**src/gb_joypad.sv**
```systemverilog
// P1 matrix; joystick bits are active high buttons, irq pulse comes 2 cycles after a line falls
`timescale 1ns/100ps
`default_nettype none

module gb_joypad (
	input  logic       clk_cpu,
	input  logic       reset,
	input  logic [7:0] joystick,   // right left up down a b select start
	input  logic [7:0] cpu_do,
	input  logic       p1_wr,
	output logic [7:0] joy_do,
	output logic       joy_irq
);

	logic [1:0] p1_sel;              // p15 p14, 0 selects the row
	logic [3:0] dir_row, btn_row;
	logic [7:0] sync_q1, sync_q2;

	assign dir_row = ~joystick[3:0] | {4{p1_sel[0]}};
	assign btn_row = ~joystick[7:4] | {4{p1_sel[1]}};
	assign joy_do  = {2'b11, p1_sel, dir_row & btn_row};

	always_ff @(posedge clk_cpu) begin
		if (reset) begin
			p1_sel  <= 2'b00;
			sync_q1 <= 8'hff;            // lines released
			sync_q2 <= 8'hff;
			joy_irq <= 1'b0;
		end else begin
			if (p1_wr)
				p1_sel <= cpu_do[5:4];
			sync_q1 <= {btn_row, dir_row};
			sync_q2 <= sync_q1;
			joy_irq <= |(sync_q2 & ~sync_q1);   // any high to low
		end
	end

endmodule

`default_nettype wire

```
**config.mk**
```make
export PLATFORM = sky130hd
export DESIGN_NAME = gb_joypad
export DESIGN_NICKNAME = d
export VERILOG_FILES = /design/src/gb_joypad.sv
export SDC_FILE = /design/constraint.sdc
export NUM_CORES = 1
export LEC_CHECK = 0
export CORE_MARGIN = 5
export CORE_UTILIZATION = 40
export CTS_BUF_LIST = sky130_fd_sc_hd__clkbuf_2 sky130_fd_sc_hd__clkbuf_4 sky130_fd_sc_hd__clkbuf_8
export DETAILED_ROUTE_END_ITERATION = 10
export DONT_BUFFER_PORTS = 1
export MAX_ROUTING_LAYER = met4
export SYNTH_ARGS = -nofsm -noshare
export SYNTH_HDL_FRONTEND = slang
export SYNTH_SLANG_ARGS = --single-unit
```
**constraint.sdc**
```tcl
create_clock -name clk_cpu -period 1.9 [get_ports clk_cpu]
set_clock_uncertainty 0.2 [all_clocks]
set_input_delay 0 -clock clk_cpu [delete_from_list [all_inputs] [get_ports clk_cpu]]
set_output_delay 0 -clock clk_cpu [all_outputs]
set_load 0.02 [all_outputs]
```
After elaboration in Yosys (flattened, before gate mapping)
Cells that the tools add are included.
W data, S select, Z words.
{"block": "word_totals", "register_bits": 19, "inputBits": 19, "wordCells": 12}
{"block": "op_classes", "n_bitwise": 7, "n_reduce_logical": 1}
{"cell": "$and A8 B8 Y8", "count": 1}
{"cell": "$not A4 Y4", "count": 2}
{"cell": "$not A8 Y8", "count": 1}
{"cell": "$or A4 B4 Y4", "count": 2}
{"cell": "$reduce_or A8 Y1", "count": 1}
{"cell": "$and A4 B4 Y4", "count": 1}

Logic depth before layout (Yosys ltp)
{"block": "logic_depth", "depth_word": 3, "mapped_depth": 3, "mapped_depth_nobuf": 3}

Least setup slack after synthesis
OpenSTA, ideal clock, no wires.
{"block": "synth_path", "path_kind": "register to output", "startpoint": "register p1_sel[0]", "endpoint": "output port joy_do[0]", "t_arrival_ns": 0.965, "required_time_ns": 1.700, "slack_ns": 0.735, "path_stages_with_launch": 3, "cell_sequence": "dfxtp_1 -> inv_1 -> a21oi_1"}
{"block": "synth_via", "elab_chain_cells": 2}
{"element": "from (decl)", "line_no": "15", "source": "logic [1:0] p1_sel;"}
{"element": "from (signal assigned)", "line_no": "31", "source": "p1_sel <= cpu_do[5:4];"}
{"element": "$or A4 B4 Y4", "line_no": "19", "source": "assign dir_row = ~joystick[3:0] | {4{p1_sel[0]}};"}
{"element": "$and A4 B4 Y4", "line_no": "21", "source": "assign joy_do = {2'b11, p1_sel, dir_row & btn_row};"}
{"element": "to (decl)", "line_no": "11", "source": "output logic [7:0] joy_do,"}
Every way passes these cells.

==> impl_table.tex <==
\begin{tabular}{lr}
\hline
Metric & Value \\
\hline
\multicolumn{2}{l}{\textbf{Synthesis}} \\
\quad Mean cell area of the mapped netlist & 9.70 um2 \\
\quad Part of the Yosys area used for sequential elements & 60.3\% \\
\quad Synthesized-area fraction occupied by adder cells & 0\% \\
\quad Share of the synthesized area in compound gates (AO/OA/AOI/OAI) & 8.93\% \\
\quad Parity-gate share of the synthesized area counting xor and xnor cells & 0\% \\
\quad Synth cell types & 15 \\
\quad Share of synthesized area spent on multiplexers & 3.17\% \\
\quad Dominant combinational cell family by area after synthesis & simple AND/OR/NAND/NOR gates \\
\quad Gate Count Post-Synth & 65 \\
\quad Synth Area in Simple Gates & 19.6\% \\
\quad Count of warnings emitted by yosys & 0 \\
\quad Total of flip-flops plus latches after synthesis & 19 \\
\quad Post-synthesis instance area & 631 um2 \\
\multicolumn{2}{l}{\textbf{Setup path}} \\
\quad Max incr delay on CP & 0.58 ns \\
\quad Reg-to-reg critical path endpoint & p1\_sel[1] \\
\quad Class of the most critical setup path & reg2reg \\
\quad Top Family by Delay on Critical Path & buffers and inverters \\
\quad Max FO, Critical Path & 6 \\
\quad Crit path buffers/inverters & 1 \\
\quad Required time of the critical path & 1.93 ns \\
\quad Worst path cell trace & mux2i\_1 -> dlygate4sd3\_1 -> nor2\_1 \\
\quad Worst r2r path cells & 3 \\
\quad Worst EP arrival & 1.64 ns \\
\quad Worst R2R Setup Slack & 0.29 ns \\
\quad Slowest cell on crit path & sky130\_fd\_sc\_hd\_\_dlygate4sd3\_1 \\
\quad Worst reg2reg path startpoint & p1\_sel[1] \\
\quad Kind of launch point of the worst setup path & register \\
\quad Element type at the critical path end & register \\
\multicolumn{2}{l}{\textbf{Drt}} \\
\quad Count of unresolved DRC violations after routing & 0 \\
\quad Total vias in the final route & 449 \\
\quad Antenna-violating nets left & 0 \\
\quad DR WL/cell & 12.0 um \\
\quad Router iterations before antenna repair & 2 \\
\quad Initial drt markers & 5 \\
\quad Detailed-route wire length & 1.15 mm \\
\quad Routed via count divided by cell count & 4.68 \\
\multicolumn{2}{l}{\textbf{Min path}} \\
\quad Kind of path behind the tightest hold check & in2reg \\
\quad Cell depth of the worst hold path & 2 \\
\quad Worst-case hold path end point & sync\_q1[2] \\
\quad Source of the worst hold timing path & joystick[2] \\
\multicolumn{2}{l}{\textbf{Layout}} \\
\quad Share of cells above drive strength 1 & 10.0\% \\
\quad Area grow syn2layout & 26.0\% \\
\quad Final cell count without fillers & 96 \\
\quad Commonest non-fill, non-tap cell in the layout & sky130\_fd\_sc\_hd\_\_dfxtp\_1 \\
\quad Count of inserted antenna diode cells & 0 \\
\quad \# nets final & 100 \\
\quad Commonest cells after routing, fill and taps aside & sky130\_fd\_sc\_hd\_\_dfxtp\_1, sky130\_fd\_sc\_hd\_\_dlygate4sd3\_1, sky130\_fd\_sc\_hd\_\_nand2\_1 \\
\multicolumn{2}{l}{\textbf{STA}} \\
\quad Setup ws final & 0.289 ns \\
\quad Number of hold violations in the final report & 0 \\
\quad Unrepaired setup endpoints after global routing & no \\
\quad Fin. max-slew vios & 0 \\
\quad Worst hold margin & 0.176 ns \\
\quad Final Critical Period & 1.61 ns \\
\quad Highest achievable clock rate & 0.621 GHz \\
\quad Setup Viol. Count Final & 0 \\
\quad Share of the clock period used by the worst path after layout & 84.8\% \\
\quad Setup TNS & 0 ns \\
\multicolumn{2}{l}{\textbf{Clock tree}} \\
\quad Latest clock arrival within the worst-skew pair & 0.28 ns \\
\quad CTS Root Buffer Type & sky130\_fd\_sc\_hd\_\_clkbuf\_4 \\
\quad H-Tree Level Count & 1 \\
\quad Total number of clock tree sinks & 19 \\
\quad \# Post-CTS Setup Buffers & 0 \\
\quad Deepest clock path buffer count & 2 \\
\quad Clock-pin slew on the worst setup and hold paths & 0.10 ns \\
\quad CTS Buf Count & 3 \\
\quad TritonCTS clock tree & yes \\
\quad Number of gates resized after cts & 0 \\
\multicolumn{2}{l}{\textbf{Place}} \\
\quad Placed Instances & 79 \\
\quad Weighted congestion at the end of routability-driven global placement & 0.691 \\
\quad Port Buf Inserts & 0 \\
\quad HPWL reported at the end of detailed placement & 759 um \\
\quad Pre-CTS setup slack & 0.633 ns \\
\multicolumn{2}{l}{\textbf{Power}} \\
\quad Maximum resistive drop on vdd & 444 uV \\
\quad Power Density & 908 nW/um2 \\
\quad Leakage & 0.354 nW \\
\multicolumn{2}{l}{\textbf{Floorplan}} \\
\quad Initial Utilization & 41.9\% \\
\quad Width of the die & 49.7 um \\
\quad DIE HEIGHT & 49.7 um \\
\quad Core region area & 1510 um2 \\
\quad Die ar. & 2470 um2 \\
\quad Top-level port count & 28 \\
\quad Cell row count & 14 \\
\multicolumn{2}{l}{\textbf{Global route}} \\
\quad Antenna violations before repair & 0 \\
\quad Via count of the first global-routing pass & 484 \\
\quad All-Layer GR Usage & 10.7\% \\
\quad Gr ovfl total & 0 \\
\quad Wire length of the first global-routing pass & 2.02 mm \\
\quad Pin count of the biggest net entering global routing & 14 \\
\multicolumn{2}{l}{\textbf{Job}} \\
\quad Max\_cap viols & 0 \\
\multicolumn{2}{l}{\textbf{Run status}} \\
\quad Status & finished clean \\
\hline
\end{tabular}
worst max path at each step:
stage	startpoint	endpoint	cells past startpoint
global placement	p1_sel[0]	joy_do[3]	2
finish	p1_sel[1]	p1_sel[1]	3
global route	p1_sel[0]	joy_do[3]	2
CTS	p1_sel[0]	joy_do[1]	2
floorplan	p1_sel[0]	joy_do[0]	2
detailed placement	p1_sel[0]	joy_do[1]	2
power breakdown:
part	switching, W	internal [W]
sequential	0.0000142	0.000420
combinational	0.0000437	0.0000393
clock	0.000109	0.0000957
worst reg2reg max path, cell delays in order, from the launching register on:
cell,delay (ns)
sky130_fd_sc_hd__dfxtp_1,0.55
sky130_fd_sc_hd__mux2i_1,0.14
sky130_fd_sc_hd__dlygate4sd3_1,0.58
sky130_fd_sc_hd__nor2_1,0.09
logic make-up (layout without fill, tap and decap cells):
family / count (synthesis) / after routing
simple gates: 25 / 25
flops: 19 / 19
buf+inv: 10 / 24
compound gates: 8 / 8
mux: 2 / 2
other cells: 1 / 2
layout make-up:
class	count	area, um2
Inverter	7	26.3
Multi-Input combinational cell	37	208
Fill cell	141	712
Sequential cell	19	380
Clock buffer	4	30.0
Timing Repair Buffer	13	130
Tap cell	16	20.0
metal layers:
layer | global-route usage (%) | up-vias | wire length, um
met1 | 11.1 | 198 | 459
met2 | 18.0 | 18 | 576
met4 | 3.93 | 0 | 4
li1 | - | 231 | -
met5 | - | - | 0
met3 | 4.52 | 2 | 112
cells in the mapped netlist (all sizes together):
library cell / n / area [um2]
mux2i: 2 / 20.0
buf: 3 / 20.0
a2111oi: 1 / 15.0
dfxtp: 19 / 380
or2: 3 / 18.8
nand3: 4 / 20.0
inv: 7 / 26.3
a21oi: 4 / 20.0
a31oi: 1 / 6.26
nor2: 2 / 7.51
a22oi: 2 / 15.0
nor2b: 7 / 43.8
conb: 1 / 3.75
nand2: 9 / 33.8
through the flow:
| step | instance area [um2] | power, W | utilization (%) |
|---|---|---|---|
| finish | 795 | 0.000722 | 52.7 |
| global route | 795 | 0.000759 | 52.7 |
| CTS | 795 | 0.000726 | 52.7 |
| detailed placement | 634 | 0.000501 | 42.1 |
| global placement | 634 | 0.000500 | 42.1 |
| floorplan | 634 | 0.000495 | - |
repair_timing:
action                                  CTS  global route
endpoints found under the setup margin    0             0
hold buffers                             13             0
endpoints found under the hold margin    23             0
state kept, by name (all words and copies together), names as in the netlist:
name,flops
p1_sel,2
sync_q1,8
joy_irq,1
sync_q2,8
Power figures use the tool's default switching activity.
