==> config.mk <==
export PLATFORM = sky130hd
export DESIGN_NAME = gb_irq_ctrl
export DESIGN_NICKNAME = d
export VERILOG_FILES = /design/src/gb_pkg.sv /design/src/gb_irq_ctrl.sv
export VERILOG_INCLUDE_DIRS = /design/src
export SDC_FILE = /design/constraint.sdc
export NUM_CORES = 1
export LEC_CHECK = 0
export BUFFER_PORTS_ARGS = -buffer_cell sky130_fd_sc_hd__buf_2
export CORE_MARGIN = 3
export CORE_UTILIZATION = 39
export CTS_BUF_LIST = sky130_fd_sc_hd__clkbuf_8
export CTS_CLUSTER_SIZE = 30
export DETAILED_ROUTE_END_ITERATION = 8
export GPL_TIMING_DRIVEN = 0
export PLACE_DENSITY = 0.85
export SLEW_MARGIN = 5
export SYNTH_ARGS = -nofsm -noshare
export SYNTH_HDL_FRONTEND = slang
export SYNTH_SLANG_ARGS = --single-unit
==> constraint.sdc <==
create_clock -name clk_cpu -period 1.3 [get_ports clk_cpu]
set_clock_uncertainty 0.1 [all_clocks]
set_input_delay 0.26 -clock clk_cpu [delete_from_list [all_inputs] [get_ports clk_cpu]]
set_output_delay 0.26 -clock clk_cpu [all_outputs]
set_load 0.05 [all_outputs]
==> src/gb_cfg.svh <==
// map, register addresses and widths for a 16-bit cpu address bus, 8-bit data, one cpu clock
`ifndef GB_CFG_SVH
`define GB_CFG_SVH

// bus and memory widths
`define GB_ADDR_W      16
`define GB_DATA_W      8
`define GB_IRQ_N       5
`define WRAM_ADDR_W    15             // 32k, 8 banks of 4k
`define ZP_ADDR_W      7              // ff80..fffe

// memory map pages
`define PAGE_BOOT      8'h00          // boot overlay, 0000..00ff
`define PAGE_OAM       8'hfe
`define PAGE_REG       8'hff

// io registers
`define ADDR_P1        16'hff00
`define ADDR_SB        16'hff01
`define ADDR_SC        16'hff02
`define ADDR_IF        16'hff0f
`define ADDR_BOOT      16'hff50
`define ADDR_SVBK      16'hff70
`define ADDR_IE        16'hffff

`define FAST_BOOT_FLAG 8'h42          // seen by the boot code at ff50
`define SERIAL_DIV_W   9              // 512 cycles per shifted bit

// rst vectors, lowest pending bit wins
`define IRQ_VEC_BASE   8'h40
`define IRQ_VEC_STEP   8'd8
`define IRQ_VEC_NONE   8'h55

`endif
==> src/gb_pkg.sv <==
// shared types; the address union assumes the 16-bit bus of gb_cfg.svh
`default_nettype none

`include "gb_cfg.svh"

package gb_pkg;

	// one cpu address word, flat or split into page and offset
	typedef union packed {
		logic [`GB_ADDR_W-1:0] flat;
		struct packed {
			logic [7:0] page;     // high byte, ffxx io page etc
			logic [7:0] offset;   // low byte
		} pg;
	} cpu_addr_u;

	// bit positions in IF and IE
	typedef enum logic [2:0] {
		IRQ_VBLANK = 3'd0,
		IRQ_LCDC   = 3'd1,
		IRQ_TIMER  = 3'd2,
		IRQ_SERIAL = 3'd3,
		IRQ_JOYPAD = 3'd4
	} irq_bit_e;

endpackage

`default_nettype wire

==> src/gb_irq_ctrl.sv <==
// IF/IE registers and vector; the winning flag clears on the edge after the ack cycle ends
`timescale 1ns/100ps
`default_nettype none

`include "gb_cfg.svh"

module gb_irq_ctrl import gb_pkg::*; (
	input  logic                   clk_cpu,
	input  logic                   reset,
	input  logic [`GB_DATA_W-1:0]  cpu_do,
	input  logic                   cpu_iorq_n,
	input  logic                   cpu_m1_n,
	input  logic                   if_wr,
	input  logic                   ie_wr,
	input  logic                   serial_irq,
	input  logic                   joy_irq,
	output logic [`GB_IRQ_N-1:0]   if_q,
	output logic [`GB_IRQ_N-1:0]   ie_q,
	output logic                   irq_ack,
	output logic [7:0]             irq_vec,
	output logic                   irq_n
);

	logic [`GB_IRQ_N-1:0] pending;
	logic [`GB_IRQ_N-1:0] win;           // one-hot, lowest pending bit
	logic [`GB_IRQ_N-1:0] evt;           // event pulses in flag order
	logic [2:0]           win_idx;
	logic                 ack_q;

	assign irq_ack = !cpu_iorq_n && !cpu_m1_n;
	assign pending = if_q & ie_q;
	assign irq_n   = ~|pending;

	// vblank, lcdc and timer only get set by cpu writes here
	always_comb begin
		evt             = '0;
		evt[IRQ_SERIAL] = serial_irq;
		evt[IRQ_JOYPAD] = joy_irq;
	end

	// priority search, bit 0 highest
	always_comb begin
		win     = '0;
		win_idx = 3'd0;
		for (int i = `GB_IRQ_N - 1; i >= 0; i--) begin
			if (pending[i]) begin
				win     = '0;
				win[i]  = 1'b1;
				win_idx = i[2:0];
			end
		end
		irq_vec = (|pending) ? `IRQ_VEC_BASE + `IRQ_VEC_STEP * {5'd0, win_idx}
			: `IRQ_VEC_NONE;
	end

	always_ff @(posedge clk_cpu) begin
		if (reset) begin
			if_q  <= '0;
			ie_q  <= '0;
			ack_q <= 1'b0;
		end else begin
			ack_q <= irq_ack;
			if (if_wr)
				if_q <= cpu_do[`GB_IRQ_N-1:0];               // cpu write replaces all flags
			else if (ack_q && !irq_ack)
				if_q <= (if_q & ~win) | evt;                 // ack just ended
			else
				if_q <= if_q | evt;
			if (ie_wr)
				ie_q <= cpu_do[`GB_IRQ_N-1:0];
		end
	end

endmodule

`default_nettype wire

After elaboration in Yosys (flattened, before gate mapping)
Cells that the tools add are included.

word-level totals
  register bits after elaboration = 11
  bits in latches = 0
  memory bits (writable) = 0
  memory bits (read-only) = 0
  output and inout bits = 20
  logic and storage cells = 29
  memories kept = 0

cells by class
  add/subtract/negate cells = 1
  multiply operators = 0
  div/mod/pow operators = 0
  magnitude comparators = 0
  equal/unequal tests = 0
  shift operators = 0
  multiplexer cells = 13
  bitwise operators = 5
  reduce and logical (&&, ||, !) cells = 7

operators by type and width
  cell                                                          count
  5-bit 2-to-1 mux                                              7
  3-bit 2-to-1 mux                                              5
  5-bit AND                                                     2
  5-bit OR                                                      2
  7-bit by 6-bit adder with 8-bit output, first input constant  1
  8-bit 2-to-1 mux                                              1
  5-bit inverter                                                1
  5-bit OR reduction                                            1
  1-bit zero test                                               4
  1-bit logical AND                                             2

Logic depth before layout (Yosys ltp)
  word-level depth = 11
  gate-level depth with buffers = 4
  mapped depth without buffers = 3

Least setup slack after synthesis
OpenSTA, ideal clock, no wires.

  path type = register -> output
  from = register ie_q[0]
  to = output irq_vec[0]
  data arrival time = 2589 ps
  data required time = 940 ps
  slack = -1649 ps
  stages on the path, launching flop included = 5
  buffers on the path = 1
  path through = dfxtp_1 a22oi_2 nand2_1 a221oi_1 buf_4

between the ends
  cells in the longest elaborated chain, start to end = 3

RTL lines
  item                        RTL line           source
  start, declared             gb_irq_ctrl.sv:18  output logic [`GB_IRQ_N-1:0] ie_q,
  start signal, assigned      gb_irq_ctrl.sv:70  ie_q <= cpu_do[`GB_IRQ_N-1:0];
  5-bit AND                   gb_irq_ctrl.sv:31  assign pending = if_q & ie_q;
  5-bit OR reduction          gb_irq_ctrl.sv:52  irq_vec = (|pending) ? `IRQ_VEC_BASE + `IRQ_VEC_STEP * {5'd0, win_idx}
  8-bit 2-to-1 mux (no line)  n/a
  end, declared               gb_irq_ctrl.sv:20  output logic [7:0] irq_vec,

Every way passes these cells.

Worst setup path after layout
Ends and elaborated chain as after synthesis.

==> impl_summary.log <==
INFO  metric status = complete, but fails checks
INFO  metric violations = negative setup slack
INFO  metric worstHoldPathType = input pin to register
INFO  metric postRouteAntennaNets = 0
INFO  metric reg2regPathDepth = 5
INFO  metric synthToLayoutAreaGrowth = 72.1%
INFO  metric chipWidth = 44.8 um
INFO  metric ys_seq_elements = 11
INFO  metric totalPowerFinal = 1.08 mW
INFO  metric synth_area_leaders = dfxtp_1 (38%), mux2i_1 (10%), buf_4 (6.4%)
INFO  metric share_comb_of_total_power = 0.327
INFO  metric post-synth-top-count-cell = dfxtp_1
INFO  metric fraction_of_final_layout_cells_with_drive_strength_greater_than_1 = 0.641
INFO  metric clock_sink_count = 11
INFO  metric timing.setup.critical_path_class = register to output port
INFO  metric number_of_buffers_added_on_ports = 27
INFO  metric nFillCells = 96
INFO  metric cellLeakagePower = 0.474 nW
INFO  metric timing.hold.worst.start = reset
INFO  metric globalRouteMet2Util = 0.289
INFO  metric synth_largest_area_cell = dfxtp_1
INFO  metric synth.top_cells.by_count = dfxtp_1 (11), nor2_1 (8), mux2i_1 (6), nand2_1 (6), buf_4 (5)
INFO  metric max-vdd-ir-drop = 743 uV
INFO  metric core_region_area = 1350 um^2
INFO  metric overflow = 0
INFO  metric routed_wirelength = 1690 um
INFO  metric cts_buffers = 3
INFO  metric globalRoute.busiestLayer = met2
INFO  metric final-seq-area = 253 um^2
INFO  metric dr_total_vias = just over 600
INFO  metric design.final.nets = 120
INFO  metric grt_start_max_net_pins = 11
INFO  metric min_path_cells = 2
INFO  metric reg2reg_to = if_q[4]$_SDFF_PP0_
INFO  metric share_of_total_power_in_the_clock_network = 0.315
INFO  metric track_usage = 0.172
INFO  metric cp.required = around 940 ps
INFO  metric grt_use_met3 = 0.0398
INFO  metric drt_first_iter_violations = 7
INFO  metric worst_r2r_startpoint = if_q[0]$_SDFFE_PP0P_
INFO  metric initial_utilization = 0.435
INFO  metric synthesis.area_per_instance = about 9.0 um^2
INFO  metric detail_route.vias_per_cell = between 5 and 6
INFO  metric p_per_area = 1070 nW/um^2
INFO  metric cp_max_fo = 3
INFO  metric synth_cell_types = 25
INFO  metric syn-cell-area = 587 um^2
INFO  metric place.detailed.hpwl = 1150 um
INFO  metric grt_first_pass_wirelength = ~2500 um
INFO  metric wl_per_cell = between 10 and 15 um
INFO  metric report.final.slew_viol_count = 0
INFO  metric h-tree-depth = 1
INFO  metric switching_power = 0.388 mW
INFO  metric grtUsageMet1 = 0.211
INFO  metric fp.dieH = approximately 45 um
INFO  metric p_int = 0.692 mW
INFO  metric timing.max_cap.violations = 0
INFO  metric timing.reg2reg.setup_slack = -130 ps
INFO  metric synth.yosys.seq_area_share = 0.375
INFO  metric detail_route.drc_violations = 0
INFO  metric clk_lat_worst_skew = 240 ps
INFO  metric synth-main-ff-cell = dfxtp_1
INFO  metric worst_setup_path_start_kind = register
INFO  metric rsz_0062_raised_after_global_routing = true
INFO  metric final-setup-viol-count = 9
INFO  metric clk_transition_reported_paths = 50 ps
INFO  metric min_period = between 1500 and 2000 ps
INFO  metric clock_path_buffers = 2
INFO  metric worst-endpoint-arrival = between 1000 and 1500 ps
INFO  metric grt_antenna_before_repair = 0
INFO  metric hold_end = if_q[3]$_SDFF_PP0_
INFO  metric switching_share = 0.359
INFO  metric num_antenna_cells = 0
INFO  metric timing.final.crit_share = 1.39
INFO  metric synth_top_area_frac = 0.375
INFO  metric yosysWarningCount = 0
INFO  metric finish.utilization = 0.748
INFO  metric synthCells = 65
INFO  metric pin_count = 36
INFO  metric gp_congestion = 0.801
INFO  metric tightest_slew = around 570 ps
INFO  metric number_of_global_route_vias_before_repair = 567
INFO  metric timing.final.hold_violations = 0
INFO  metric floorplan.die_area = 2010 um^2
INFO  metric clock_tree_from_tritoncts = done
INFO  metric asyncSetResetFlopFracSynth = 0
INFO  metric core.rowCount = 13
INFO  metric maximum_achievable_frequency = about 0.55 GHz
INFO  metric critical_path.endpoint_type = output port
INFO  metric slew_headroom = 0.621
INFO  metric post-route-worst-setup-slack = -511 ps
INFO  metric edff_count_synth = 0
INFO  metric seq_power_share = 0.358
INFO  metric clock_tree.root_cell = clkbuf_8
INFO  metric multiInputGateArea = approximately 390 um^2
INFO  metric dr.pass1.iters = 4
## cell type report
cell class / count / area share
buffer: 8 / 0.0570
inverter: 2 / 0.00743
clock buffer: 3 / 0.0409
tap: 15 / 0.0186
clock inverter: 1 / 0.00372
timing repair buffer: 33 / 0.237
sequential: 11 / 0.250
multi-input combinational: 45 / 0.385
## per-layer routing
layer  vias up  part of all wire
li1        300                 -
met1       288              0.41
met2        19              0.52
met3         4             0.062
met4         0             0.012
met5         -                 0
## power by group through the flow
stage | Clock, mW | Sequential, mW | Combinational (mW)
after floorplan | 0 | 0.455 | 0.168
after global routing | 0.366 | 0.389 | 0.370
final | 0.340 | 0.386 | 0.353
after global placement | 0 | 0.391 | 0.295
after detailed placement | 0 | 0.392 | 0.300
after CTS | 0.348 | 0.384 | 0.343
## worst max-delay path by stage
stage | startpoint | endpoint | slack (ps) | cells after the start
floorplan | if_q[0]$_SDFFE_PP0P_ | irq_vec[0] | -620 | 4
global placement | if_q[0]$_SDFFE_PP0P_ | irq_vec[2] | -400 | 5
detailed placement | if_q[0]$_SDFFE_PP0P_ | irq_vec[0] | -420 | 5
CTS | ie_q[0]$_SDFFE_PP0P_ | irq_vec[0] | -490 | 5
global route | ie_q[0]$_SDFFE_PP0P_ | irq_vec[0] | -540 | 5
finish | ie_q[0]$_SDFFE_PP0P_ | irq_vec[0] | -510 | 5
## critical path, stage by stage, from the launching register on
cell and delay (ps):
dfxtp_4 340, a22oi_2 220, nand2_2 110, a221oi_4 260
buf_6 150, buf_8 130
## stage by stage
step | setup WS, ps | hold WS [ps] | TNS, ps | std cells | area [um^2]
2_1_floorplan | -620 | 233 | -2460 | 66 | 658
3_3_place_gp | -403 | 364 | -1500 | 108 | 812
3_5_place_dp | -422 | 373 | -1590 | 108 | 812
4_1_cts | -492 | 122 | -2400 | 116 | 971
5_1_grt | -541 | 129 | -3080 | 118 | 1010
6_report | -511 | 125 | -2800 | 118 | 1010
## cell usage in the layout (no fill, tap or decap), types with 3 or more instances in the layout
master,Yosys,layout
buf_4,5,8
inv_1,2,3
mux2i_1,6,6
dfxtp_4,0,8
nand2_1,6,4
nor3_1,3,3
buf_6,0,7
clkbuf_8,0,3
conb_1,2,3
nor2_1,8,7
buf_8,0,3
buf_2,1,21
## state kept, by name (all words and copies together), names as in the netlist
signal and flops:
ack_q 1, ie_q 5, if_q 5
## cells by family after synthesis
family	count (synthesis)	synth area share
DFF	11	0.375
AOI/OAI and AO/OA	16	0.256
and+or+nand+nor	20	0.156
muxes	6	0.102
other	2	0.0128
buffers and inverters	10	0.0981
## what timing repair did
action                                  CTS  global route
gates resized for setup                  22             6
endpoints found under the setup margin    7             9
pin swaps                                 7             1
hold buffers                              0             0
endpoints found under the hold margin     0             0
setup buffers                             4             3
Power figures use the tool's default switching activity.
