===== config.mk =====
export PLATFORM = sky130hd
export DESIGN_NAME = gb_serial
export DESIGN_NICKNAME = d
export VERILOG_FILES = /design/src/gb_serial.sv
export VERILOG_INCLUDE_DIRS = /design/src
export SDC_FILE = /design/constraint.sdc
export NUM_CORES = 1
export LEC_CHECK = 0
export BUFFER_PORTS_ARGS = -buffer_cell sky130_fd_sc_hd__buf_2
export CAP_MARGIN = 15
export CELL_PAD_IN_SITES_DETAIL_PLACEMENT = 0
export CELL_PAD_IN_SITES_GLOBAL_PLACEMENT = 2
export CORE_MARGIN = 2
export CORE_UTILIZATION = 32
export CTS_CLUSTER_DIAMETER = 30
export DETAILED_ROUTE_END_ITERATION = 16
export PLACE_DENSITY_LB_ADDON = 0.1
export SYNTH_ARGS = -nofsm -noshare
export SYNTH_HDL_FRONTEND = slang
export SYNTH_SLANG_ARGS = --single-unit

===== constraint.sdc =====
create_clock -name clk_cpu -period 3.2 [get_ports clk_cpu]
set_input_delay 0.48 -clock clk_cpu [delete_from_list [all_inputs] [get_ports clk_cpu]]
set_output_delay 0.48 -clock clk_cpu [all_outputs]
set_load 0.02 [all_outputs]

===== src/gb_cfg.svh =====
// map, register addresses and widths for a 16-bit cpu address bus, 8-bit data, one cpu clock
`ifndef GB_CFG_SVH
`define GB_CFG_SVH

// bus and memory widths
`define GB_ADDR_W      16
`define GB_DATA_W      8
`define GB_IRQ_N       5
`define WRAM_ADDR_W    15             // 32k, 8 banks of 4k
`define ZP_ADDR_W      7              // ff80..fffe

// memory map pages
`define PAGE_BOOT      8'h00          // boot overlay, 0000..00ff
`define PAGE_OAM       8'hfe
`define PAGE_REG       8'hff

// io registers
`define ADDR_P1        16'hff00
`define ADDR_SB        16'hff01
`define ADDR_SC        16'hff02
`define ADDR_IF        16'hff0f
`define ADDR_BOOT      16'hff50
`define ADDR_SVBK      16'hff70
`define ADDR_IE        16'hffff

`define FAST_BOOT_FLAG 8'h42          // seen by the boot code at ff50
`define SERIAL_DIV_W   9              // 512 cycles per shifted bit

// rst vectors, lowest pending bit wins
`define IRQ_VEC_BASE   8'h40
`define IRQ_VEC_STEP   8'd8
`define IRQ_VEC_NONE   8'h55

`endif

===== src/gb_serial.sv =====
// dummy serial port with no partner; only internal clock transfers finish, after 8 x 512 cycles
`timescale 1ns/100ps
`default_nettype none

`include "gb_cfg.svh"

module gb_serial (
	input  logic       clk_cpu,
	input  logic       reset,
	input  logic [7:0] cpu_do,
	input  logic       sc_wr,
	output logic [7:0] sc_do,
	output logic       serial_irq
);

	logic                     sc_start;      // sc bit 7
	logic                     sc_clk_sel;    // sc bit 0, internal clock
	logic [`SERIAL_DIV_W-1:0] div_q;         // 8192 hz bit clock
	logic [3:0]               bit_cnt;

	assign sc_do = {sc_start, 6'h3f, sc_clk_sel};

	always_ff @(posedge clk_cpu) begin
		if (reset) begin
			sc_start   <= 1'b0;
			sc_clk_sel <= 1'b0;
			div_q      <= '1;
			bit_cnt    <= 4'd8;
			serial_irq <= 1'b0;
		end else begin
			serial_irq <= 1'b0;
			if (sc_wr) begin
				sc_start   <= cpu_do[7];
				sc_clk_sel <= cpu_do[0];
				if (cpu_do[7]) begin            // start a transfer
					div_q   <= '1;
					bit_cnt <= 4'd8;
				end
			end else if (sc_start && sc_clk_sel) begin
				div_q <= div_q - 1'b1;
				if (bit_cnt == 4'd0) begin
					serial_irq <= 1'b1;         // all bits out
					sc_start   <= 1'b0;
				end else if (div_q == '0) begin
					bit_cnt <= bit_cnt - 4'd1;  // one bit per wrap
				end
			end
		end
	end

endmodule

`default_nettype wire


After elaboration in Yosys (flattened, before gate mapping):

Index checks and enable logic that the tools add are counted.

* $add $sub $neg: 2
* equality and inequality tests: 2
* muxes and demuxes: 12
* bitwise operators: 1
* reduce and logical (&&, ||, !) cells: 10

Operators by type and width (number)
* $mux 9: 3
* $mux 4: 5
* $logic_not 9->1: 1
* $sub 9x1->9 const B: 1
* $reduce_bool 2->1: 3
* $logic_not 4->1: 1
* $mux 1: 4
* $ne 2x2->1 const B: 2
* $reduce_and 2->1: 2
* $reduce_and 4->1: 1
* $sub 4x1->4 const B: 1
* $reduce_or 3->1: 1
* $logic_and 1x1->1: 1
* $not 1->1: 1

* register bits after elaboration: 16
* bits of input ports: 11
* output and inout bits: 9
* logic and storage cells: 32

Longest topological paths before layout:

Gate-level depths: netlist (run 1).

* word-level depth: 5
* depth in mapped cells: 6
* depth with buffers taken out: 6

Worst setup path before layout (run 1):

Ideal clock, no wire load.

* kind: input-to-reg
* start: input sc_wr
* end: register bit_cnt[2]
* arrival: 1474 ps
* data required time: 3082 ps
* slack: 1608 ps
* stages: 4
* cells stage by stage: and3b_1 o2111ai_2 or4b_1 mux2i_1

* cells in the longest elaborated chain, start to end: 2

Ends and longest elaborated chain
* from (decl): RTL line gb_serial.sv:11 `input logic sc_wr,`
* $ne 2x2->1 (no source line) / $reduce_bool 2->1 (equally long branches)
* $reduce_and 4->1 (no source line)
* to (signal assigned): RTL line gb_serial.sv:45 `bit_cnt <= bit_cnt - 4'd1;`
* to (decl): RTL line gb_serial.sv:19 `logic [3:0] bit_cnt;`

Parallel ways exist; a longest one is shown, timed or not.
A chain may end at the register's enable or synchronous reset.

Final worst setup path (run 1):

* start: register sc_clk_sel
* end: register bit_cnt[2]

* cells in the longest elaborated chain, start to end: 3

Ends and longest elaborated chain
* from (decl): RTL line gb_serial.sv:17 `logic sc_clk_sel;`
* from (signal assigned): RTL line gb_serial.sv:34 `sc_clk_sel <= cpu_do[0];`
* $logic_and 1x1->1: RTL line gb_serial.sv:39 `end else if (sc_start && sc_clk_sel) begin`
* $reduce_bool 2->1 (no source line)
* $reduce_and 4->1 (no source line)

Every way passes these cells.

==> results_dict.tcl, run 1 <==
set metrics [dict create \
    finalMaxSlewViolations 0 \
    setup_viol 0 \
    worstHoldPathType "input port to flop" \
    final_common_cell "dfxtp_1" \
    hold_viol_final 0 \
    timing.final.ws_setup_ns 1.42 \
    htree_levels 1 \
    yosysTopAreaCellShare_pct 37.6 \
    yosys_warnings 0 \
    port_buffers 7 \
    wire_per_inst_um 12.0 \
    initial_core_util_pct 34.0 \
    post-route-min-period_ns 1.78 \
    met2_usage_pct 16.5 \
    cts_num_sinks 16 \
    grt_start_max_net_pins 13 \
    die_w_um 55.6 \
    path_class "flop to flop" \
    cts_resized 0 \
    dp_hpwl_um 1110 \
    dpl-instance-area_um2 867 \
    clk_pin_slew_ns 0.10 \
    io-pin-count 20 \
    vias 605 \
    ir_worst_vdd_uv 292 \
    layout_common_cells "16 x dfxtp_1, 12 x nand2_1, 7 x buf_2" \
    status "finished clean" \
    drt-pass1-iter-count 4 \
    skew_ns 0.00253 \
    met3_usage_pct 4.92 \
    fillers 265 \
    insertion_delay_ns 0.28 \
    drtAntennaViolNets 0 \
    synth-seq-cells 16 \
    drv_cap 0 \
    seq_area_um2 320 \
    syn2layout_area_growth_pct 6.18 \
    grt_pass1_wl_um 2920 \
    cts_max_path_buffers 2 \
    syn_inst 97 \
    grt-ovfl-total 0 \
    drive_gt1_share_pct 14.9 \
    setup_tns_ns 0 \
    cts_buffers 3 \
    wirelength_um 1570 \
    use_met1_pct 17.4 \
    viasPerCell 4.62 \
    synth_area_leader_cell "dfxtp_1" \
    root_buffer "clkbuf_4" \
    rsz0062_at_grt "no" \
    grt_usage_pct 12.1 \
    dpl_worst_slack_ns 1.11 \
    worst_slew_pin_slew_ns 0.774 \
    die_h_um 55.6 \
    grt-busiest-layer "met1" \
    rows 18 \
    slew_headroom_pct 48.2 \
    fin_util_pct 36.1 \
    grt_pass1_vias 602 \
    fin_crit_sh_pct 55.6 \
    synth.distinct_cells 29 \
    design_area_um2 903 \
    coreArea_um2 2500 \
    worstPathArrival_ns 1.97 \
    cp_max_fo 12 \
    avgSynthCellArea_um2 8.77 \
    powerDensity_nw_per_um2 401 \
    n_antenna_cell 0 \
    fmax_mhz 562 \
    cts_tree "done" \
    die_area_um2 3090 \
    routabilityCongestion 0.654 \
    syn_area_um2 851 \
    antenna_found_initial 0 \
    critPathLaunchType "flop" \
    cts_setup_buffers 0 \
    ys_seq_area_share_pct 37.6 \
    cts_hold_buf 0 \
    end_kind "flop" \
    ys_top_cells_by_area "dfxtp_1 38%, buf_4 7.1%, xor2_1 6.2%, mux2i_1 5.9%, nand2_1 5.3%" \
    fin_nets 116 \
    drtIter0Drc 10 \
    cp.required_ns 3.39 \
    multi_input_area_um2 452 \
    drc 0 \
    leakage_nw 0.396 \
]
[critical path: stages (launching register included)]
cell and delay, ns:
dfxtp_1 0.38, and3b_1 0.44, o2111ai_2 0.21, or4b_1 0.52, mux2i_1 0.13
[sequential cells by signal (all words and copies together), names as in the netlist]
register,cells
div_q,9
bit_cnt,4
sc_start,1
serial_irq,1
sc_clk_sel,1
[stage by stage]
stage | total power [mW] | hold slack, ns | instances
3_5_place_dp | 0.232 | 0.476 | 127
2_1_floorplan | 0.232 | 0.446 | 102
3_3_place_gp | 0.232 | 0.474 | 127
4_1_cts | 0.371 | 0.415 | 131
5_1_grt | 0.385 | 0.414 | 131
6_report | 0.362 | 0.427 | 131
[metal layers]
metal  routed length [um]  part of all wire (%)
met1                  863                    55
met3                   62                   4.0
met4                   14                  0.89
met2                  626                    40
met5                    0                     0
[synth_stat cells (all sizes together)]
| library cell | n |
|---|---|
| a21oi | 2 |
| a31oi | 1 |
| and2 | 2 |
| and3 | 1 |
| and3b | 1 |
| buf | 8 |
| clkbuf | 4 |
| conb | 1 |
| dfxtp | 16 |
| ha | 3 |
| inv | 6 |
| mux2i | 5 |
| nand2 | 12 |
| nor2 | 5 |
| nor2b | 1 |
| nor3 | 4 |
| nor3b | 2 |
| nor4 | 1 |
| o2111ai | 2 |
| o211ai | 2 |
| o21ai | 3 |
| or2 | 1 |
| or3 | 5 |
| or4 | 1 |
| or4b | 1 |
| xnor2 | 1 |
| xor2 | 6 |
[final timing paths]
path / from / to / slack [ns] / cells past startpoint
setup / recovery: sc_clk_sel / bit_cnt[2] / 1.42 / 4
hold / removal: cpu_do[0] / sc_clk_sel / 0.43 / 3
setup reg to reg: sc_clk_sel / bit_cnt[2] / 1.42 / 4
hold reg to reg: bit_cnt[1] / bit_cnt[1] / 0.49 / 2
[layout make-up]
cell class | instances | area share [%]
Clock buffer | 4 | 4.02
Inverter | 6 | 2.49
Multi-Input combinational cell | 68 | 50.0
Sequential cell | 16 | 35.5
Tap cell | 30 | 4.16
Timing Repair Buffer | 7 | 3.88
[where the power goes]
group	switching (mW)	total (mW)	internal (mW)
combinational	0.0183	0.0248	0.00649
sequential	0.00121	0.202	0.201
clock	0.0665	0.136	0.0692
[kinds of logic (layout without fill, tap and decap cells)]
kind of cell / after synthesis / in the layout / share of synthesized area [%]
adders and majority gates: 3 / 3 / 4.41
buffers and inverters: 18 / 17 / 11.5
other: 1 / 6 / 0.441
and+or+nand+nor: 37 / 37 / 24.7
muxes: 5 / 5 / 5.88
DFF: 16 / 16 / 37.6
AOI/OAI and AO/OA: 10 / 10 / 8.23
xor gates and xnor gates: 7 / 7 / 7.21
Note: power is estimated with default switching activity, not from simulation.
==> run 2, diff against run 1 <==
--- a/config.mk
+++ b/config.mk
@@ -11,7 +11,7 @@
 export CELL_PAD_IN_SITES_DETAIL_PLACEMENT = 0
 export CELL_PAD_IN_SITES_GLOBAL_PLACEMENT = 2
 export CORE_MARGIN = 2
-export CORE_UTILIZATION = 32
+export CORE_UTILIZATION = 27
 export CTS_CLUSTER_DIAMETER = 30
 export DETAILED_ROUTE_END_ITERATION = 16
 export PLACE_DENSITY_LB_ADDON = 0.1
==> constraint.sdc (replaced) <==
create_clock -name clk_cpu -period 1.48 [get_ports clk_cpu]
set_input_delay 0.222 -clock clk_cpu [delete_from_list [all_inputs] [get_ports clk_cpu]]
set_output_delay 0.222 -clock clk_cpu [all_outputs]
set_load 0.02 [all_outputs]
==> run 2 against run 1 <==
Compared with the run above: the run now ends with setup timing left; sequential share of layout area shrank 5.7 points; wire length grew 17%; clock skew is essentially flat; power grew 110%; die area grew 17%; fmax grew 11%; sequential power grew 120%.
==> results_dict.tcl, run 2 (synthesis gave the netlist of run 1 again) <==
set metrics [dict create \
    routabilityCongestion 0.693 \
    setup_viol 1 \
    power.net_switching_mw 0.196 \
    post-route-min-period_ns 1.61 \
    worstHoldPathType "input port to flop" \
    min_to "sc_clk_sel" \
    drtIter0Drc 14 \
    largest_reg_flops 9 \
    cp.required_ns 1.67 \
    hold_depth 3 \
    seq_area_um2 322 \
    skew_ns 0.00300 \
    reg_top3 "div_q x9, bit_cnt x4" \
    antenna_found_initial 0 \
    fin_nets 135 \
    initial_core_util_pct 28.1 \
    grt_usage_pct 12.0 \
    hp-start "cpu_do[0]" \
    cts_buffers 3 \
    path_class "flop to flop" \
    setup_tns_ns -0.127 \
    worstPathArrival_ns 1.80 \
    multi_input_area_um2 477 \
    wirelength_um 1830 \
    violations "setup timing" \
    status "finished, violations left" \
    powerDensity_nw_per_um2 692 \
    die_w_um 60.1 \
    dp_hpwl_um 1320 \
    insertion_delay_ns 0.29 \
    drc 0 \
    drt-pass1-iter-count 2 \
    cp_max_fo 4 \
    rsz0062_at_grt "yes" \
    timing.final.ws_setup_ns -0.127 \
    fin_crit_sh_pct 109 \
    n_antenna_cell 0 \
    dpl_worst_slack_ns -0.125 \
    reg2reg_slack_ns -0.13 \
    hold_viol_final 0 \
    stdcell_count 163 \
    syn2layout_area_growth_pct 26.9 \
    seqPwrFrac_pct 58.2 \
    rows 20 \
    drv_cap 0 \
    grt-ovfl-total 0 \
    r2r_end "bit_cnt[2]" \
    dpl-instance-area_um2 1030 \
    coreArea_um2 3030 \
    die_area_um2 3620 \
    drtAntennaViolNets 0 \
    grt_pass1_wl_um 3120 \
    finalMaxSlewViolations 0 \
    fmax_mhz 622 \
    p_sw_share_pct 26.2 \
    htree_levels 1 \
    cts_tree "done" \
    layout_common_cells "18 x buf_4, 15 x dfxtp_1, 12 x nand2_1" \
    placed_cells 159 \
    clk_pin_slew_ns 0.10 \
    drive_gt1_share_pct 31.1 \
    viasPerCell 4.04 \
    vias 659 \
    rr_startpoint "div_q[6]" \
    final_common_cell "buf_4" \
    end_kind "flop" \
    critPathLaunchType "flop" \
    wire_per_inst_um 11.2 \
    grt_pass1_vias 655 \
    port_buffers 7 \
    ir_worst_vdd_uv 286 \
    combinationalPowerShare_pct 9.2 \
    fillers 335 \
    ff2ff_path_depth 4 \
    max_flop_register "div_q" \
    leakage_nw 0.480 \
    die_h_um 60.1 \
    cts_max_path_buffers 2 \
    grt_start_max_net_pins 13 \
    p_clk_share_pct 32.6 \
    finalPower_mw 0.748 \
    cts_num_sinks 16 \
    root_buffer "clkbuf_4" \
    p_int_mw 0.552 \
    io-pin-count 20 \
    design_area_um2 1080 \
]
## run 2: layout make-up
| class | instances | share of cell area [%] |
|---|---|---|
| Clock buffer | 3 | 2.09 |
| Timing Repair Buffer | 26 | 16.8 |
| Inverter | 6 | 2.09 |
| Multi-Input combinational cell | 68 | 44.1 |
| Sequential cell | 16 | 29.8 |
| Tap cell | 44 | 5.10 |
## run 2: per-layer routing
metal	track usage, %	share of wire, %
met1	17.7	53
met2	16.3	43
met3	1.95	2.6
met4	6.67	0.93
met5	0	0
## run 2: critical path, cell delays in order (launching register included)
cell	delay (ns)
dfxtp_2	0.35
nor4_4	0.31
o2111ai_2	0.19
or4b_1	0.52
mux2i_1	0.13
## run 2: metrics by stage
| step | hold slack [ns] | utilization (%) |
|---|---|---|
| after floorplan | 0.369 | - |
| after detailed placement | 0.465 | 34.0 |
| final | 0.158 | 35.7 |
| after global routing | 0.183 | 35.7 |
| after CTS | 0.155 | 35.3 |
| after global placement | 0.463 | 34.0 |
## run 2: what timing repair did
item / in CTS / in global routing
resized for setup: 3 / 2
hold buffers: 0 / 0
setup endpoints to repair: 4 / 6
pin swaps: 2 / 1
buffers inserted: 1 / 0
endpoints found under the hold margin: 0 / 0
## run 2: how the worst max path moves through the flow
stage,from,endpoint,slack [ns],depth (start not counted)
6_report,div_q[6],bit_cnt[2],-0.13,4
5_1_grt,div_q[6],bit_cnt[2],-0.19,4
4_1_cts,div_q[6],bit_cnt[2],-0.13,4
3_5_place_dp,div_q[6],bit_cnt[2],-0.12,4
3_3_place_gp,div_q[6],bit_cnt[2],-0.12,4
2_1_floorplan,div_q[0],bit_cnt[2],-0.08,6
## run 2: power groups by stage
| stage | clock network [mW] | registers, mW | logic (mW) |
|---|---|---|---|
| floorplan | 0 | 0.446 | 0.0568 |
| global placement | 0 | 0.445 | 0.0689 |
| detailed placement | 0 | 0.445 | 0.0689 |
| CTS | 0.253 | 0.435 | 0.0692 |
| global route | 0.270 | 0.436 | 0.0764 |
| finish | 0.244 | 0.435 | 0.0686 |
==> run 3, diff against run 2 <==
--- a/config.mk
+++ b/config.mk
@@ -6,14 +6,16 @@
 export SDC_FILE = /design/constraint.sdc
 export NUM_CORES = 1
 export LEC_CHECK = 0
-export BUFFER_PORTS_ARGS = -buffer_cell sky130_fd_sc_hd__buf_2
+export BUFFER_PORTS_ARGS = -buffer_cell sky130_fd_sc_hd__buf_4
 export CAP_MARGIN = 15
 export CELL_PAD_IN_SITES_DETAIL_PLACEMENT = 0
 export CELL_PAD_IN_SITES_GLOBAL_PLACEMENT = 2
 export CORE_MARGIN = 2
 export CORE_UTILIZATION = 27
 export CTS_CLUSTER_DIAMETER = 30
+export CTS_CLUSTER_SIZE = 30
 export DETAILED_ROUTE_END_ITERATION = 16
+export HOLD_SLACK_MARGIN = 0.06
 export PLACE_DENSITY_LB_ADDON = 0.1
 export SYNTH_ARGS = -nofsm -noshare
 export SYNTH_HDL_FRONTEND = slang
==> run 3 against run 2 <==
Compared with the run above: the run still ends with setup timing left; first-iteration DRC count decreased by 21%; critical path depth unchanged; cell area increased by 3.8%; core utilization increased by 1.4 points; power increased by 8.9%; largest cell class unchanged; highest routed layer unchanged.
==> results_dict.tcl, run 3 (synthesis gave the netlist of run 1 again) <==
set metrics [dict create \
    dpl-instance-area_um2 1050 \
    drtIter0Drc 11 \
    largest_reg_flops 9 \
    crit_chain "nor4_4, o2111ai_4, or4b_1, mux2i_1" \
    cp.required_ns 1.67 \
    critPathMaxStageDelay_ns 0.52 \
    met3WireLength_um 55 \
    max_flop_register "div_q" \
    timing.final.ws_setup_ns -0.165 \
    p_clk_share_pct 37.1 \
    crit_path_top_delay_cell "or4b_1" \
    wirelength_um 1870 \
    routabilityCongestion 0.696 \
    grt_pass1_vias 643 \
    critical_path.top_delay_family "simple AND/OR/NAND/NOR gates" \
    cts_tree "done" \
    combinationalPowerShare_pct 9.4 \
    wl_met1_um 911 \
    powerDensity_nw_per_um2 726 \
    drv_cap 0 \
    layout_common_cells "27 x buf_4, 14 x dfxtp_1, 12 x nand2_1" \
    setup_viol 4 \
    drive_gt1_share_pct 33.9 \
    reg_top3 "div_q x9, bit_cnt x4" \
    p_sw_share_pct 24.6 \
    post-route-min-period_ns 1.65 \
    drc 0 \
    dp_hpwl_um 1320 \
    grt_usage_pct 11.1 \
    n_antenna_cell 0 \
    drtAntennaViolNets 0 \
    fin_crit_sh_pct 111 \
    clk_pin_slew_ns 0.11 \
    final_common_cell "buf_4" \
    viasPerCell 4.19 \
    ir_worst_vdd_uv 307 \
    dpl_worst_slack_ns -0.134 \
    cts_num_sinks 16 \
    design_area_um2 1120 \
    end_kind "flop" \
    critPathLaunchType "flop" \
    path_class "flop to flop" \
    wire_per_inst_um 11.3 \
    drt-pass1-iter-count 4 \
    rsz0062_at_grt "yes" \
    htree_levels 1 \
    fin_util_pct 37.0 \
    leakage_nw 0.492 \
    dr.max_layer_used "met4" \
    grt_pass1_wl_um 2860 \
    die_h_um 60.1 \
    die_w_um 60.1 \
    syn2layout_area_growth_pct 31.8 \
    finalMaxSlewViolations 0 \
    hold_viol_final 0 \
    port_buffers 7 \
    fmax_mhz 608 \
    io-pin-count 20 \
    cp_num_buf_inv 0 \
    status "finished, violations left" \
    vias 691 \
    cts_buffers 3 \
    violations "setup timing" \
    die_area_um2 3620 \
    worstHoldPathType "input port to flop" \
    root_buffer "clkbuf_4" \
    p_int_mw 0.614 \
    cts_max_path_buffers 2 \
    grt-ovfl-total 0 \
    initial_core_util_pct 28.1 \
    cp_max_fo 3 \
    fin_nets 136 \
    power.net_switching_mw 0.200 \
    grt_start_max_net_pins 12 \
    antenna_found_initial 0 \
    setup_tns_ns -0.455 \
    coreArea_um2 3030 \
    wl_met2_um 880 \
    rows 20 \
    worstPathArrival_ns 1.83 \
    insertion_delay_ns 0.29 \
    skew_ns 0.00541 \
    seqPwrFrac_pct 53.5 \
]
## run 3: cell types whose count changed in the layout (fill, tap and decap cells not counted), sizes merged
cell    delta
clkbuf     +1
buf        +1
## run 3: layer usage
metal	track usage [%]	vias up
li1	-	361
met1	14.6	321
met2	16.5	7
met3	2.16	2
met4	6.67	0
met5	0	-
## run 3: final cells by class
class	instances	area (um2)
Tap cell	44	55.1
Clock buffer	4	36.3
Fill cell	327	1910
Timing Repair Buffer	27	203
Inverter	6	22.5
Sequential cell	16	323
Multi-Input combinational cell	68	482
## run 3: worst paths after layout
kind               from  depth (start not counted)  slack (ns)         end
max            div_q[5]                          4       -0.17  bit_cnt[2]
min               reset                          2        0.16  serial_irq
max reg2reg    div_q[5]                          4       -0.17  bit_cnt[2]
min reg2reg  bit_cnt[1]                          2        0.49  bit_cnt[1]
## run 3: stage by stage
| stage | hold slack, ns | total power [mW] | instances |
|---|---|---|---|
| after floorplan | 0.369 | 0.502 | 102 |
| after global placement | 0.458 | 0.521 | 159 |
| after detailed placement | 0.471 | 0.521 | 159 |
| after CTS | 0.147 | 0.827 | 165 |
| after global routing | 0.156 | 0.843 | 165 |
| final | 0.160 | 0.814 | 165 |
## run 3: repair_timing
action / 4_1_cts / 5_1_grt
resized for setup: 2 / 4
setup endpoints to repair: 4 / 5
buffers inserted: 2 / 0
hold buffers: 0 / 0
pin swaps: 2 / 1
## run 3: power groups by stage
stage	clock network (mW)	logic, mW	registers, mW
floorplan	0	0.0568	0.446
global placement	0	0.0759	0.445
detailed placement	0	0.0759	0.445
CTS	0.315	0.0763	0.435
global route	0.324	0.0831	0.436
finish	0.302	0.0763	0.435
